$ cat config.mk
export PLATFORM = sky130hd
export DESIGN_NAME = mmu_top
export DESIGN_NICKNAME = d
export VERILOG_FILES = /design/src/hw/tlb_pkg.sv /design/src/hw/cp0_tlb_pkg.sv /design/src/hw/addr_translate.sv /design/src/hw/mmu_top.sv /design/src/hw/tlb_array.sv /design/src/hw/tlb_op_ctrl.sv /design/src/hw/tlb_random_counter.sv
export SDC_FILE = /design/constraint.sdc
export NUM_CORES = 2
export LEC_CHECK = 0
export BUFFER_PORTS_ARGS = -buffer_cell sky130_fd_sc_hd__buf_4
export CAP_MARGIN = 25
export CORE_ASPECT_RATIO = 1.5
export CORE_MARGIN = 2
export CORE_UTILIZATION = 45
export CTS_CLUSTER_DIAMETER = 80
export CTS_CLUSTER_SIZE = 16
export DETAILED_ROUTE_END_ITERATION = 6
export GPL_ROUTABILITY_DRIVEN = 0
export PLACE_DENSITY = 0.73
export SLEW_MARGIN = 40
export SYNTH_ARGS = -nofsm -noshare
export SYNTH_HDL_FRONTEND = slang
export SYNTH_SLANG_ARGS = --single-unit
$ cat constraint.sdc
create_clock -name clk -period 6.53 [get_ports clk]
set_clock_uncertainty 0.2 [all_clocks]
set_input_delay 0.3265 -clock clk [delete_from_list [all_inputs] [get_ports clk]]
set_output_delay 0.3265 -clock clk [all_outputs]
set_load 0.05 [all_outputs]
$ cat src/hw/tlb_pkg.sv
// TLB geometry, field widths and the dual-page entry layout
// shared by the array, the CP0 controller and the translation units
package tlb_pkg;

    localparam int TLB_NUM      = 16;
    localparam int TLB_IDX_W    = $clog2(TLB_NUM);
    localparam int LOOKUP_PORTS = 3;

    // page field widths, 4 KB pages only
    localparam int VPN2_W     = 19;
    localparam int ASID_W     = 8;
    localparam int PFN_W      = 20;
    localparam int CACHE_W    = 3;
    localparam int PAGE_OFS_W = 12;

    typedef logic [TLB_IDX_W-1:0] tlb_idx_t;

    // Random restarts here after a Wired write or a wrap
    localparam tlb_idx_t TLB_TOP_IDX = tlb_idx_t'(TLB_NUM - 1);

    // one entry maps an even/odd page pair
    typedef struct packed {
        logic [VPN2_W-1:0]  vpn2;
        logic [ASID_W-1:0]  asid;
        logic               g;
        // even page
        logic [PFN_W-1:0]   pfn0;
        logic [CACHE_W-1:0] c0;
        logic               d0;
        logic               v0;
        // odd page
        logic [PFN_W-1:0]   pfn1;
        logic [CACHE_W-1:0] c1;
        logic               d1;
        logic               v1;
    } tlb_entry_t;

endpackage

$ cat src/hw/cp0_tlb_pkg.sv
// CP0 TLB register numbers, TLB op codes and the structs
// passed between the core, the translation units and the TLB
package cp0_tlb_pkg;
    import tlb_pkg::*;

    localparam logic [4:0] CP0_INDEX    = 5'd0;
    localparam logic [4:0] CP0_RANDOM   = 5'd1;
    localparam logic [4:0] CP0_ENTRYLO0 = 5'd2;
    localparam logic [4:0] CP0_ENTRYLO1 = 5'd3;
    localparam logic [4:0] CP0_WIRED    = 5'd6;
    localparam logic [4:0] CP0_ENTRYHI  = 5'd10;

    typedef enum logic [1:0] {
        TLBP  = 2'd0,
        TLBR  = 2'd1,
        TLBWI = 2'd2,
        TLBWR = 2'd3
    } tlb_op_e;

    typedef struct packed {
        logic        valid;
        logic        store;
        logic [31:0] vaddr;
    } xlat_req_t;

    typedef struct packed {
        logic        valid;
        logic [31:0] paddr;
        logic        cached;
        logic        refill;
        logic        invalid;
        logic        modified;
    } xlat_rsp_t;

    // result of one associative lookup
    typedef struct packed {
        logic       found;
        tlb_idx_t   idx;
        tlb_entry_t entry;
    } tlb_lookup_t;

endpackage

$ cat src/hw/addr_translate.sv
// segment decode, even/odd page select, exception checks and the
// registered response of one translation port
`timescale 1ns/1ps

module addr_translate
    import tlb_pkg::*;
    import cp0_tlb_pkg::*;
(
    input  logic              clk,
    input  logic              rst_n,
    input  xlat_req_t         req,
    input  logic [ASID_W-1:0] asid,
    output logic [VPN2_W-1:0] lk_vpn2,
    output logic [ASID_W-1:0] lk_asid,
    input  tlb_lookup_t       lk_result,
    output xlat_rsp_t         rsp
);

    logic               unmapped;
    logic               kseg1;
    logic               odd;
    logic [PFN_W-1:0]   pfn;
    logic [CACHE_W-1:0] cattr;
    logic               dirty;
    logic               pvalid;
    xlat_rsp_t          rsp_d;

    assign lk_vpn2 = req.vaddr[31:32-VPN2_W];
    assign lk_asid = asid;

    // kseg0 starts at 0x8000_0000 and kseg1 at 0xa000_0000
    assign unmapped = (req.vaddr[31:30] == 2'b10);
    assign kseg1    = (req.vaddr[31:29] == 3'b101);

    // bit 12 picks the odd half of the pair
    assign odd    = req.vaddr[PAGE_OFS_W];
    assign pfn    = odd ? lk_result.entry.pfn1 : lk_result.entry.pfn0;
    assign cattr  = odd ? lk_result.entry.c1   : lk_result.entry.c0;
    assign dirty  = odd ? lk_result.entry.d1   : lk_result.entry.d0;
    assign pvalid = odd ? lk_result.entry.v1   : lk_result.entry.v0;

    always_comb begin
        rsp_d.valid = req.valid;
        if (unmapped) begin
            rsp_d.paddr    = {3'b000, req.vaddr[28:0]};
            rsp_d.cached   = ~kseg1;
            rsp_d.refill   = 1'b0;
            rsp_d.invalid  = 1'b0;
            rsp_d.modified = 1'b0;
        end else begin
            rsp_d.paddr    = {pfn, req.vaddr[PAGE_OFS_W-1:0]};
            rsp_d.cached   = (cattr == 3'd3);
            rsp_d.refill   = ~lk_result.found;
            rsp_d.invalid  = lk_result.found & ~pvalid;
            rsp_d.modified = lk_result.found & pvalid & req.store & ~dirty;
        end
    end

    // response one cycle after the request
    always_ff @(posedge clk) begin
        if (!rst_n) begin
            rsp.valid <= 1'b0;
        end else begin
            rsp <= rsp_d;
        end
    end

endmodule

$ cat src/hw/mmu_top.sv
// MMU top level: TLB array, CP0 TLB controller, Random counter
// and the instruction and data translation units
`timescale 1ns/1ps

module mmu_top
    import tlb_pkg::*;
    import cp0_tlb_pkg::*;
(
    input  logic        clk,
    input  logic        rst_n,
    // translation
    input  xlat_req_t   ifetch_req,
    input  xlat_req_t   data_req,
    output xlat_rsp_t   ifetch_rsp,
    output xlat_rsp_t   data_rsp,
    // CP0 access
    input  logic        cp0_we,
    input  logic [4:0]  cp0_addr,
    input  logic [31:0] cp0_wdata,
    output logic [31:0] cp0_rdata,
    // TLB ops
    input  logic        op_valid,
    input  tlb_op_e     op,
    output logic        op_busy,
    output logic        op_done
);

    logic              we;
    tlb_idx_t          w_index;
    tlb_entry_t        w_entry;
    tlb_idx_t          r_index;
    tlb_entry_t        r_entry;

    logic [ASID_W-1:0] asid;
    logic [VPN2_W-1:0] probe_vpn2;
    tlb_lookup_t       probe_result;

    logic [VPN2_W-1:0] if_vpn2;
    logic [ASID_W-1:0] if_asid;
    tlb_lookup_t       if_result;
    logic [VPN2_W-1:0] d_vpn2;
    logic [ASID_W-1:0] d_asid;
    tlb_lookup_t       d_result;

    tlb_idx_t          random;
    tlb_idx_t          wired;
    logic              wired_we;
    tlb_idx_t          wired_val;

    tlb_array u_tlb_array (
        .clk       (clk),
        .we        (we),
        .w_index   (w_index),
        .w_entry   (w_entry),
        .r_index   (r_index),
        .r_entry   (r_entry),
        .s0_vpn2   (if_vpn2),
        .s0_asid   (if_asid),
        .s0_result (if_result),
        .s1_vpn2   (d_vpn2),
        .s1_asid   (d_asid),
        .s1_result (d_result),
        .p_vpn2    (probe_vpn2),
        .p_asid    (asid),
        .p_result  (probe_result)
    );

    tlb_random_counter u_random (
        .clk       (clk),
        .rst_n     (rst_n),
        .wired_we  (wired_we),
        .wired_val (wired_val),
        .random    (random),
        .wired     (wired)
    );

    tlb_op_ctrl u_op_ctrl (
        .clk          (clk),
        .rst_n        (rst_n),
        .cp0_we       (cp0_we),
        .cp0_addr     (cp0_addr),
        .cp0_wdata    (cp0_wdata),
        .cp0_rdata    (cp0_rdata),
        .op_valid     (op_valid),
        .op           (op),
        .op_busy      (op_busy),
        .op_done      (op_done),
        .asid         (asid),
        .probe_vpn2   (probe_vpn2),
        .probe_result (probe_result),
        .random       (random),
        .wired        (wired),
        .wired_we     (wired_we),
        .wired_val    (wired_val),
        .we           (we),
        .w_index      (w_index),
        .w_entry      (w_entry),
        .r_index      (r_index),
        .r_entry      (r_entry)
    );

    addr_translate u_ifetch_xlat (
        .clk       (clk),
        .rst_n     (rst_n),
        .req       (ifetch_req),
        .asid      (asid),
        .lk_vpn2   (if_vpn2),
        .lk_asid   (if_asid),
        .lk_result (if_result),
        .rsp       (ifetch_rsp)
    );

    addr_translate u_data_xlat (
        .clk       (clk),
        .rst_n     (rst_n),
        .req       (data_req),
        .asid      (asid),
        .lk_vpn2   (d_vpn2),
        .lk_asid   (d_asid),
        .lk_result (d_result),
        .rsp       (data_rsp)
    );

endmodule

$ cat src/hw/tlb_array.sv
// fully associative TLB storage with one write port, one read port,
// two lookup ports for the core and one probe port for TLBP
`timescale 1ns/1ps

module tlb_array
    import tlb_pkg::*;
    import cp0_tlb_pkg::*;
(
    input  logic              clk,
    // write port
    input  logic              we,
    input  tlb_idx_t          w_index,
    input  tlb_entry_t        w_entry,
    // read port
    input  tlb_idx_t          r_index,
    output tlb_entry_t        r_entry,
    // lookup port 0, instruction side
    input  logic [VPN2_W-1:0] s0_vpn2,
    input  logic [ASID_W-1:0] s0_asid,
    output tlb_lookup_t       s0_result,
    // lookup port 1, data side
    input  logic [VPN2_W-1:0] s1_vpn2,
    input  logic [ASID_W-1:0] s1_asid,
    output tlb_lookup_t       s1_result,
    // probe port
    input  logic [VPN2_W-1:0] p_vpn2,
    input  logic [ASID_W-1:0] p_asid,
    output tlb_lookup_t       p_result
);

    tlb_entry_t        entries  [TLB_NUM];

    logic [VPN2_W-1:0] key_vpn2 [LOOKUP_PORTS];
    logic [ASID_W-1:0] key_asid [LOOKUP_PORTS];
    tlb_lookup_t       result   [LOOKUP_PORTS];

    // new contents show up in lookups from the next cycle
    always_ff @(posedge clk) begin
        if (we) begin
            entries[w_index] <= w_entry;
        end
    end

    assign r_entry = entries[r_index];

    assign key_vpn2[0] = s0_vpn2;
    assign key_asid[0] = s0_asid;
    assign key_vpn2[1] = s1_vpn2;
    assign key_asid[1] = s1_asid;
    assign key_vpn2[2] = p_vpn2;
    assign key_asid[2] = p_asid;

    for (genvar p = 0; p < LOOKUP_PORTS; p++) begin : g_port
        logic [TLB_NUM-1:0] hit;
        tlb_idx_t           hit_idx;

        // global entries ignore the ASID
        for (genvar e = 0; e < TLB_NUM; e++) begin : g_match
            assign hit[e] = (entries[e].vpn2 == key_vpn2[p]) &&
                            (entries[e].g || (entries[e].asid == key_asid[p]));
        end

        // one-hot to binary, multiple hits give a meaningless index
        always_comb begin
            hit_idx = '0;
            for (int i = 0; i < TLB_NUM; i++) begin
                if (hit[i]) begin
                    hit_idx = hit_idx | tlb_idx_t'(i);
                end
            end
        end

        assign result[p].found = |hit;
        assign result[p].idx   = hit_idx;
        assign result[p].entry = entries[hit_idx];
    end

    assign s0_result = result[0];
    assign s1_result = result[1];
    assign p_result  = result[2];

endmodule

$ cat src/hw/tlb_op_ctrl.sv
// CP0 Index, EntryHi and EntryLo registers, CP0 read/write decode
// and the FSM that runs TLBP, TLBR, TLBWI and TLBWR
`timescale 1ns/1ps

module tlb_op_ctrl
    import tlb_pkg::*;
    import cp0_tlb_pkg::*;
(
    input  logic              clk,
    input  logic              rst_n,
    // CP0 access
    input  logic              cp0_we,
    input  logic [4:0]        cp0_addr,
    input  logic [31:0]       cp0_wdata,
    output logic [31:0]       cp0_rdata,
    // op interface
    input  logic              op_valid,
    input  tlb_op_e           op,
    output logic              op_busy,
    output logic              op_done,
    // lookup key and probe
    output logic [ASID_W-1:0] asid,
    output logic [VPN2_W-1:0] probe_vpn2,
    input  tlb_lookup_t       probe_result,
    // Random / Wired
    input  tlb_idx_t          random,
    input  tlb_idx_t          wired,
    output logic              wired_we,
    output tlb_idx_t          wired_val,
    // TLB write and read ports
    output logic              we,
    output tlb_idx_t          w_index,
    output tlb_entry_t        w_entry,
    output tlb_idx_t          r_index,
    input  tlb_entry_t        r_entry
);

    // EntryLo in MIPS bit order, pfn at [25:6] down to g at [0]
    typedef struct packed {
        logic [PFN_W-1:0]   pfn;
        logic [CACHE_W-1:0] c;
        logic               d;
        logic               v;
        logic               g;
    } entrylo_t;

    localparam int ELO_W = $bits(entrylo_t);

    typedef enum logic {
        IDLE,
        EXEC
    } state_e;

    state_e            state;
    tlb_op_e           op_q;
    logic              index_p;
    tlb_idx_t          index_val;
    logic [VPN2_W-1:0] ehi_vpn2;
    logic [ASID_W-1:0] ehi_asid;
    entrylo_t          elo0;
    entrylo_t          elo1;
    logic              cp0_wr_hit;

    always_ff @(posedge clk) begin
        if (!rst_n) begin
            state   <= IDLE;
            op_done <= 1'b0;
        end else begin
            op_done <= (state == EXEC);
            if (state == IDLE && op_valid) begin
                state <= EXEC;
            end else begin
                state <= IDLE;
            end
        end
    end

    always_ff @(posedge clk) begin
        if (state == IDLE && op_valid) begin
            op_q <= op;
        end
    end

    assign op_busy = (state == EXEC);

    // software writes first, op results override in the same cycle
    always_ff @(posedge clk) begin
        if (cp0_we) begin
            case (cp0_addr)
                CP0_INDEX:    index_val <= cp0_wdata[TLB_IDX_W-1:0];
                CP0_ENTRYLO0: elo0      <= cp0_wdata[ELO_W-1:0];
                CP0_ENTRYLO1: elo1      <= cp0_wdata[ELO_W-1:0];
                CP0_ENTRYHI: begin
                    ehi_vpn2 <= cp0_wdata[31:32-VPN2_W];
                    ehi_asid <= cp0_wdata[ASID_W-1:0];
                end
                default: ;
            endcase
        end
        if (state == EXEC) begin
            case (op_q)
                TLBP: begin
                    index_p <= ~probe_result.found;
                    if (probe_result.found) begin
                        index_val <= probe_result.idx;
                    end
                end
                TLBR: begin
                    ehi_vpn2 <= r_entry.vpn2;
                    ehi_asid <= r_entry.asid;
                    elo0     <= {r_entry.pfn0, r_entry.c0, r_entry.d0, r_entry.v0, r_entry.g};
                    elo1     <= {r_entry.pfn1, r_entry.c1, r_entry.d1, r_entry.v1, r_entry.g};
                end
                default: ;
            endcase
        end
    end

    assign asid       = ehi_asid;
    assign probe_vpn2 = ehi_vpn2;
    assign r_index    = index_val;

    assign cp0_wr_hit = cp0_we && (cp0_addr == CP0_WIRED);
    assign wired_we   = cp0_wr_hit;
    assign wired_val  = cp0_wdata[TLB_IDX_W-1:0];

    assign we      = (state == EXEC) && (op_q == TLBWI || op_q == TLBWR);
    assign w_index = (op_q == TLBWR) ? random : index_val;

    // entry is global only if both halves say so
    assign w_entry = '{
        vpn2: ehi_vpn2,
        asid: ehi_asid,
        g:    elo0.g & elo1.g,
        pfn0: elo0.pfn,
        c0:   elo0.c,
        d0:   elo0.d,
        v0:   elo0.v,
        pfn1: elo1.pfn,
        c1:   elo1.c,
        d1:   elo1.d,
        v1:   elo1.v
    };

    always_comb begin
        case (cp0_addr)
            CP0_INDEX:    cp0_rdata = {index_p, {(31-TLB_IDX_W){1'b0}}, index_val};
            CP0_RANDOM:   cp0_rdata = {{(32-TLB_IDX_W){1'b0}}, random};
            CP0_ENTRYLO0: cp0_rdata = {{(32-ELO_W){1'b0}}, elo0};
            CP0_ENTRYLO1: cp0_rdata = {{(32-ELO_W){1'b0}}, elo1};
            CP0_WIRED:    cp0_rdata = {{(32-TLB_IDX_W){1'b0}}, wired};
            CP0_ENTRYHI:  cp0_rdata = {ehi_vpn2, {(32-VPN2_W-ASID_W){1'b0}}, ehi_asid};
            default:      cp0_rdata = '0;
        endcase
    end

endmodule

$ cat src/hw/tlb_random_counter.sv
// CP0 Random and Wired registers
`timescale 1ns/1ps

module tlb_random_counter
    import tlb_pkg::*;
(
    input  logic     clk,
    input  logic     rst_n,
    input  logic     wired_we,
    input  tlb_idx_t wired_val,
    output tlb_idx_t random,
    output tlb_idx_t wired
);

    // counts down every cycle and never enters the wired range
    always_ff @(posedge clk) begin
        if (!rst_n) begin
            random <= TLB_TOP_IDX;
            wired  <= '0;
        end else if (wired_we) begin
            random <= TLB_TOP_IDX;
            wired  <= wired_val;
        end else if (random <= wired) begin
            random <= TLB_TOP_IDX;
        end else begin
            random <= random - 1'b1;
        end
    end

endmodule

==> metrics.md <==
| Metric | Value |
|---|---|
| Initial antenna violation count | 29 |
| Setup WS post-layout | 187 ps |
| Post-synthesis sequential area ratio | 0.522 |
| CP bufs+invs | 4 |
| Fin Setup TNS | 0 ps |
| FMAX | 158 MHz |
| Largest net degree at the start of global routing | 88 |
| Final setup violation count | 0 |
| I/O pins | 219 |
| Critical Path Max Stage Delay | 770 ps |
| Vias in the first global route | 58400 |
| Synth cell types | 76 |
| Max IR drop VDD | 0.245 mV |
| CTS sink count | 1418 |
| First-pass GRT wire length | 432000 um |
| Max clock buf depth | 3 |
| Overall power | 0.0234 W |
| Pleak | 29.4 nW |
| Post-Synth Adder-Cell Area | 0.000785 |
| Most used routing layer | met2 |
| Crit path max fanout | 18 |
| Met1 track demand over resource | 0.393 |
| Slew @ Worst Pin | 1030 ps |
| CP startpoint kind | flip-flop |
| Via count | 60000 |
| Final min period | 6340 ps |
| Routed wire length | 313000 um |
| Routed Antenna Nets | 0 |
| Fraction of the mapped netlist area in simple logic gates | 0.0780 |
| Most frequent cells in the layout | edfxtp_1, xor2_1, mux2i_1 |
| Post-synthesis cell count | 5800 |
| Pre-CTS setup slack | 435 ps |
| Core area | 176000 sq um |
| Vias per cell | 7.20 |
| Drt pass-1 iters | 7 |
| Post-synthesis xor/xnor area fraction | 0.115 |
| RSZ-0062 raised after global routing | no |
| Violated checks | DRC |
| Placed wire-length estimate | 197000 um |
| Post-synthesis mux area share | 0.215 |
| Die Span X | 348 um |
| Post-synth EDFFs | 1323 |
| Root buf cell | clkbuf_16 |
| Worst Setup End Kind | flip-flop |
| Post-CTS sizing | 0 |
| Crit path kind | flip-flop to flip-flop |
| Ys async rst share | 0 |
| Number of port buffers | 218 |
| Total CTS buffers | 101 |
| Commonest non-fill, non-tap cell in the layout | edfxtp_1 |
| Floorplan row count | 189 |
| Die area | 181000 sq um |
| Met3 usage | 0.131 |
| CP top delay family | simple AND/OR/NAND/NOR gates |
| Synth Flop Type | edfxtp_1 |
| Post-synth net total | 5916 |
| Max_slew headroom | 0.312 |
| Starting density of the core | 0.452 |
| WL/cell | 37.6 um |
| Share of cells above drive strength 1 | 0.182 |
| Post-synthesis compound-gate area fraction | 0.0405 |
| Largest family of logic cells by synthesized area | multiplexers |
| GRT Total Usage | 0.338 |
| CTS HTree Levels | 3 |
| Endpoints failing hold | 0 |
| Final nets | 6072 |
| CP dominant cell by count | buf_4 |
| # DRC | 24 |
| DIE HEIGHT | 519 um |
| Final core occ | 0.502 |
| Crit-path slowest cell | nor3_4 |
| Critical Path AT | 6670 ps |
| Worst EP required | 6860 ps |
| Yosys warning count | 0 |
| M2 GR Usage | 0.505 |
| Avg Cell Area, Syn | 13.7 sq um |
| Syn-to-layout area delta | 11.1% |
| Post-CTS setup buffers | 0 |
| Cell Pwr Density | 264 nW/um^2 |
| Hold Path Class | input pin to flip-flop |
| Total grt overflow | 0 |
| Mapped Area | 79700 sq um |
| Final hold slack | 28.2 ps |
| Max Cap Viol | 0 |
| CTS tree | yes |
| Final Slew Violations | 0 |
| Status | complete, but fails checks |
| Later-pin clock latency in the skew report | 800 ps |
| Initial drt markers | 10900 |
| Post-CTS Hold Fix Bufs | 71 |
| Reg clk slew, reported paths | 80 ps |
| #FFs+latches synth | 1418 |
| Fin crit share | 0.971 |
| Critical Path, Cell by Cell | buf_4, buf_4, xor2_1, nor4_1, a21oi_2, nor3_4, a41oi_1, nand4bb_4, buf_4, buf_4, mux2i_1, mux2i_1, mux2i_1, o21ai_0, o32a_1 |
-- final cells by class --
cell class | count | area (sq um)
Clock inverter | 11 | 140
Sequential cell | 1418 | 41700
Multi-Input combinational cell | 3909 | 36200
Antenna cell | 11 | 27.5
Fill cell | 14800 | 87800
Timing Repair Buffer | 492 | 4720
Inverter | 34 | 135
Tap cell | 2292 | 2870
Clock buffer | 167 | 2840
-- metrics by stage --
stage	area [sq um]	instances
final	88600	8334
after global routing	88500	8326
after CTS	88400	8319
after detailed placement	84700	8070
after global placement	84100	8048
after floorplan	79700	5800
-- path summary, 6_finish.rpt --
check | from | endpoint | slack [ps] | depth (start not counted)
worst max-delay path | u_op_ctrl.asid[2] | u_ifetch_xlat.rsp[19] | 190 | 15
worst max register to register | u_op_ctrl.asid[2] | u_ifetch_xlat.rsp[19] | 190 | 15
worst min register to register | u_random.random[0] | u_random.random[0] | 230 | 1
worst min-delay path | cp0_addr[2] | u_random.wired[1] | 30 | 4
-- flip-flops by register name, indices dropped and copies added (netlist names) --
name / cells
u_op_ctrl.r_index: 4
u_op_ctrl.elo0: 1
u_ifetch_xlat.rsp: 37
u_random.random: 4
u_op_ctrl.asid: 8
u_op_ctrl.op_done: 1
u_op_ctrl.elo1: 1
u_data_xlat.rsp: 37
u_op_ctrl.op_busy: 1
u_op_ctrl.w_entry: 50
u_op_ctrl.probe_vpn2: 19
u_random.wired: 4
u_tlb_array.entries: 1248
u_op_ctrl.op_q: 2
u_op_ctrl.index_p: 1
-- cell usage after synthesis, drive strengths merged, types with 17 or more instances --
cell	count	share of area
a22oi	21	0.0020
nor4	214	0.017
a222oi	21	0.0026
inv	34	0.0016
nand2	467	0.022
a31oi	41	0.0032
mux2	20	0.0028
a41oi	20	0.0022
nand4	107	0.0085
o21ai	17	0.0011
xor2	814	0.089
a32oi	94	0.010
a21oi	111	0.0070
clkbuf	173	0.0082
nand3	158	0.0099
mux4	445	0.13
xnor2	228	0.025
o211ai	18	0.0017
mux2i	686	0.086
buf	266	0.019
o22ai	18	0.0014
edfxtp	1323	0.50
dfxtp	95	0.024
and3	23	0.0019
nor2	169	0.0080
nor3	44	0.0028
nand3b	32	0.0030
-- power breakdown --
| group | total, W | switching [W] | internal, W |
|---|---|---|---|
| sequential | 0.0121 | 0.00117 | 0.0110 |
| clock | 0.00632 | 0.00330 | 0.00302 |
| combinational | 0.00494 | 0.00297 | 0.00197 |
| total | 0.0234 | 0.00744 | 0.0160 |
-- logic make-up after synthesis --
group                      Yosys count
buffers and inverters              473
adders and majority gates            5
and+or+nand+nor                   1268
muxes                             1151
AOI/OAI and AO/OA                  443
DFF                               1418
xor gates and xnor gates          1042
-- routing by layer --
metal | wire length [um] | part of all wire
met1 | 98200 | 0.31
met2 | 136000 | 0.43
met3 | 48600 | 0.16
met4 | 29800 | 0.095
met5 | 335 | 0.0011
-- worst reg2reg max path, stage by stage (launching register included) --
cell and delay (ps):
dfxtp_1 740, buf_4 310, buf_4 220, xor2_1 160
nor4_1 680, a21oi_2 380, nor3_4 770, a41oi_1 310
nand4bb_4 460, buf_4 380, buf_4 350, mux2i_1 330
mux2i_1 120, mux2i_1 180, o21ai_0 110, o32a_1 380
Power figures use the tool's default switching activity.
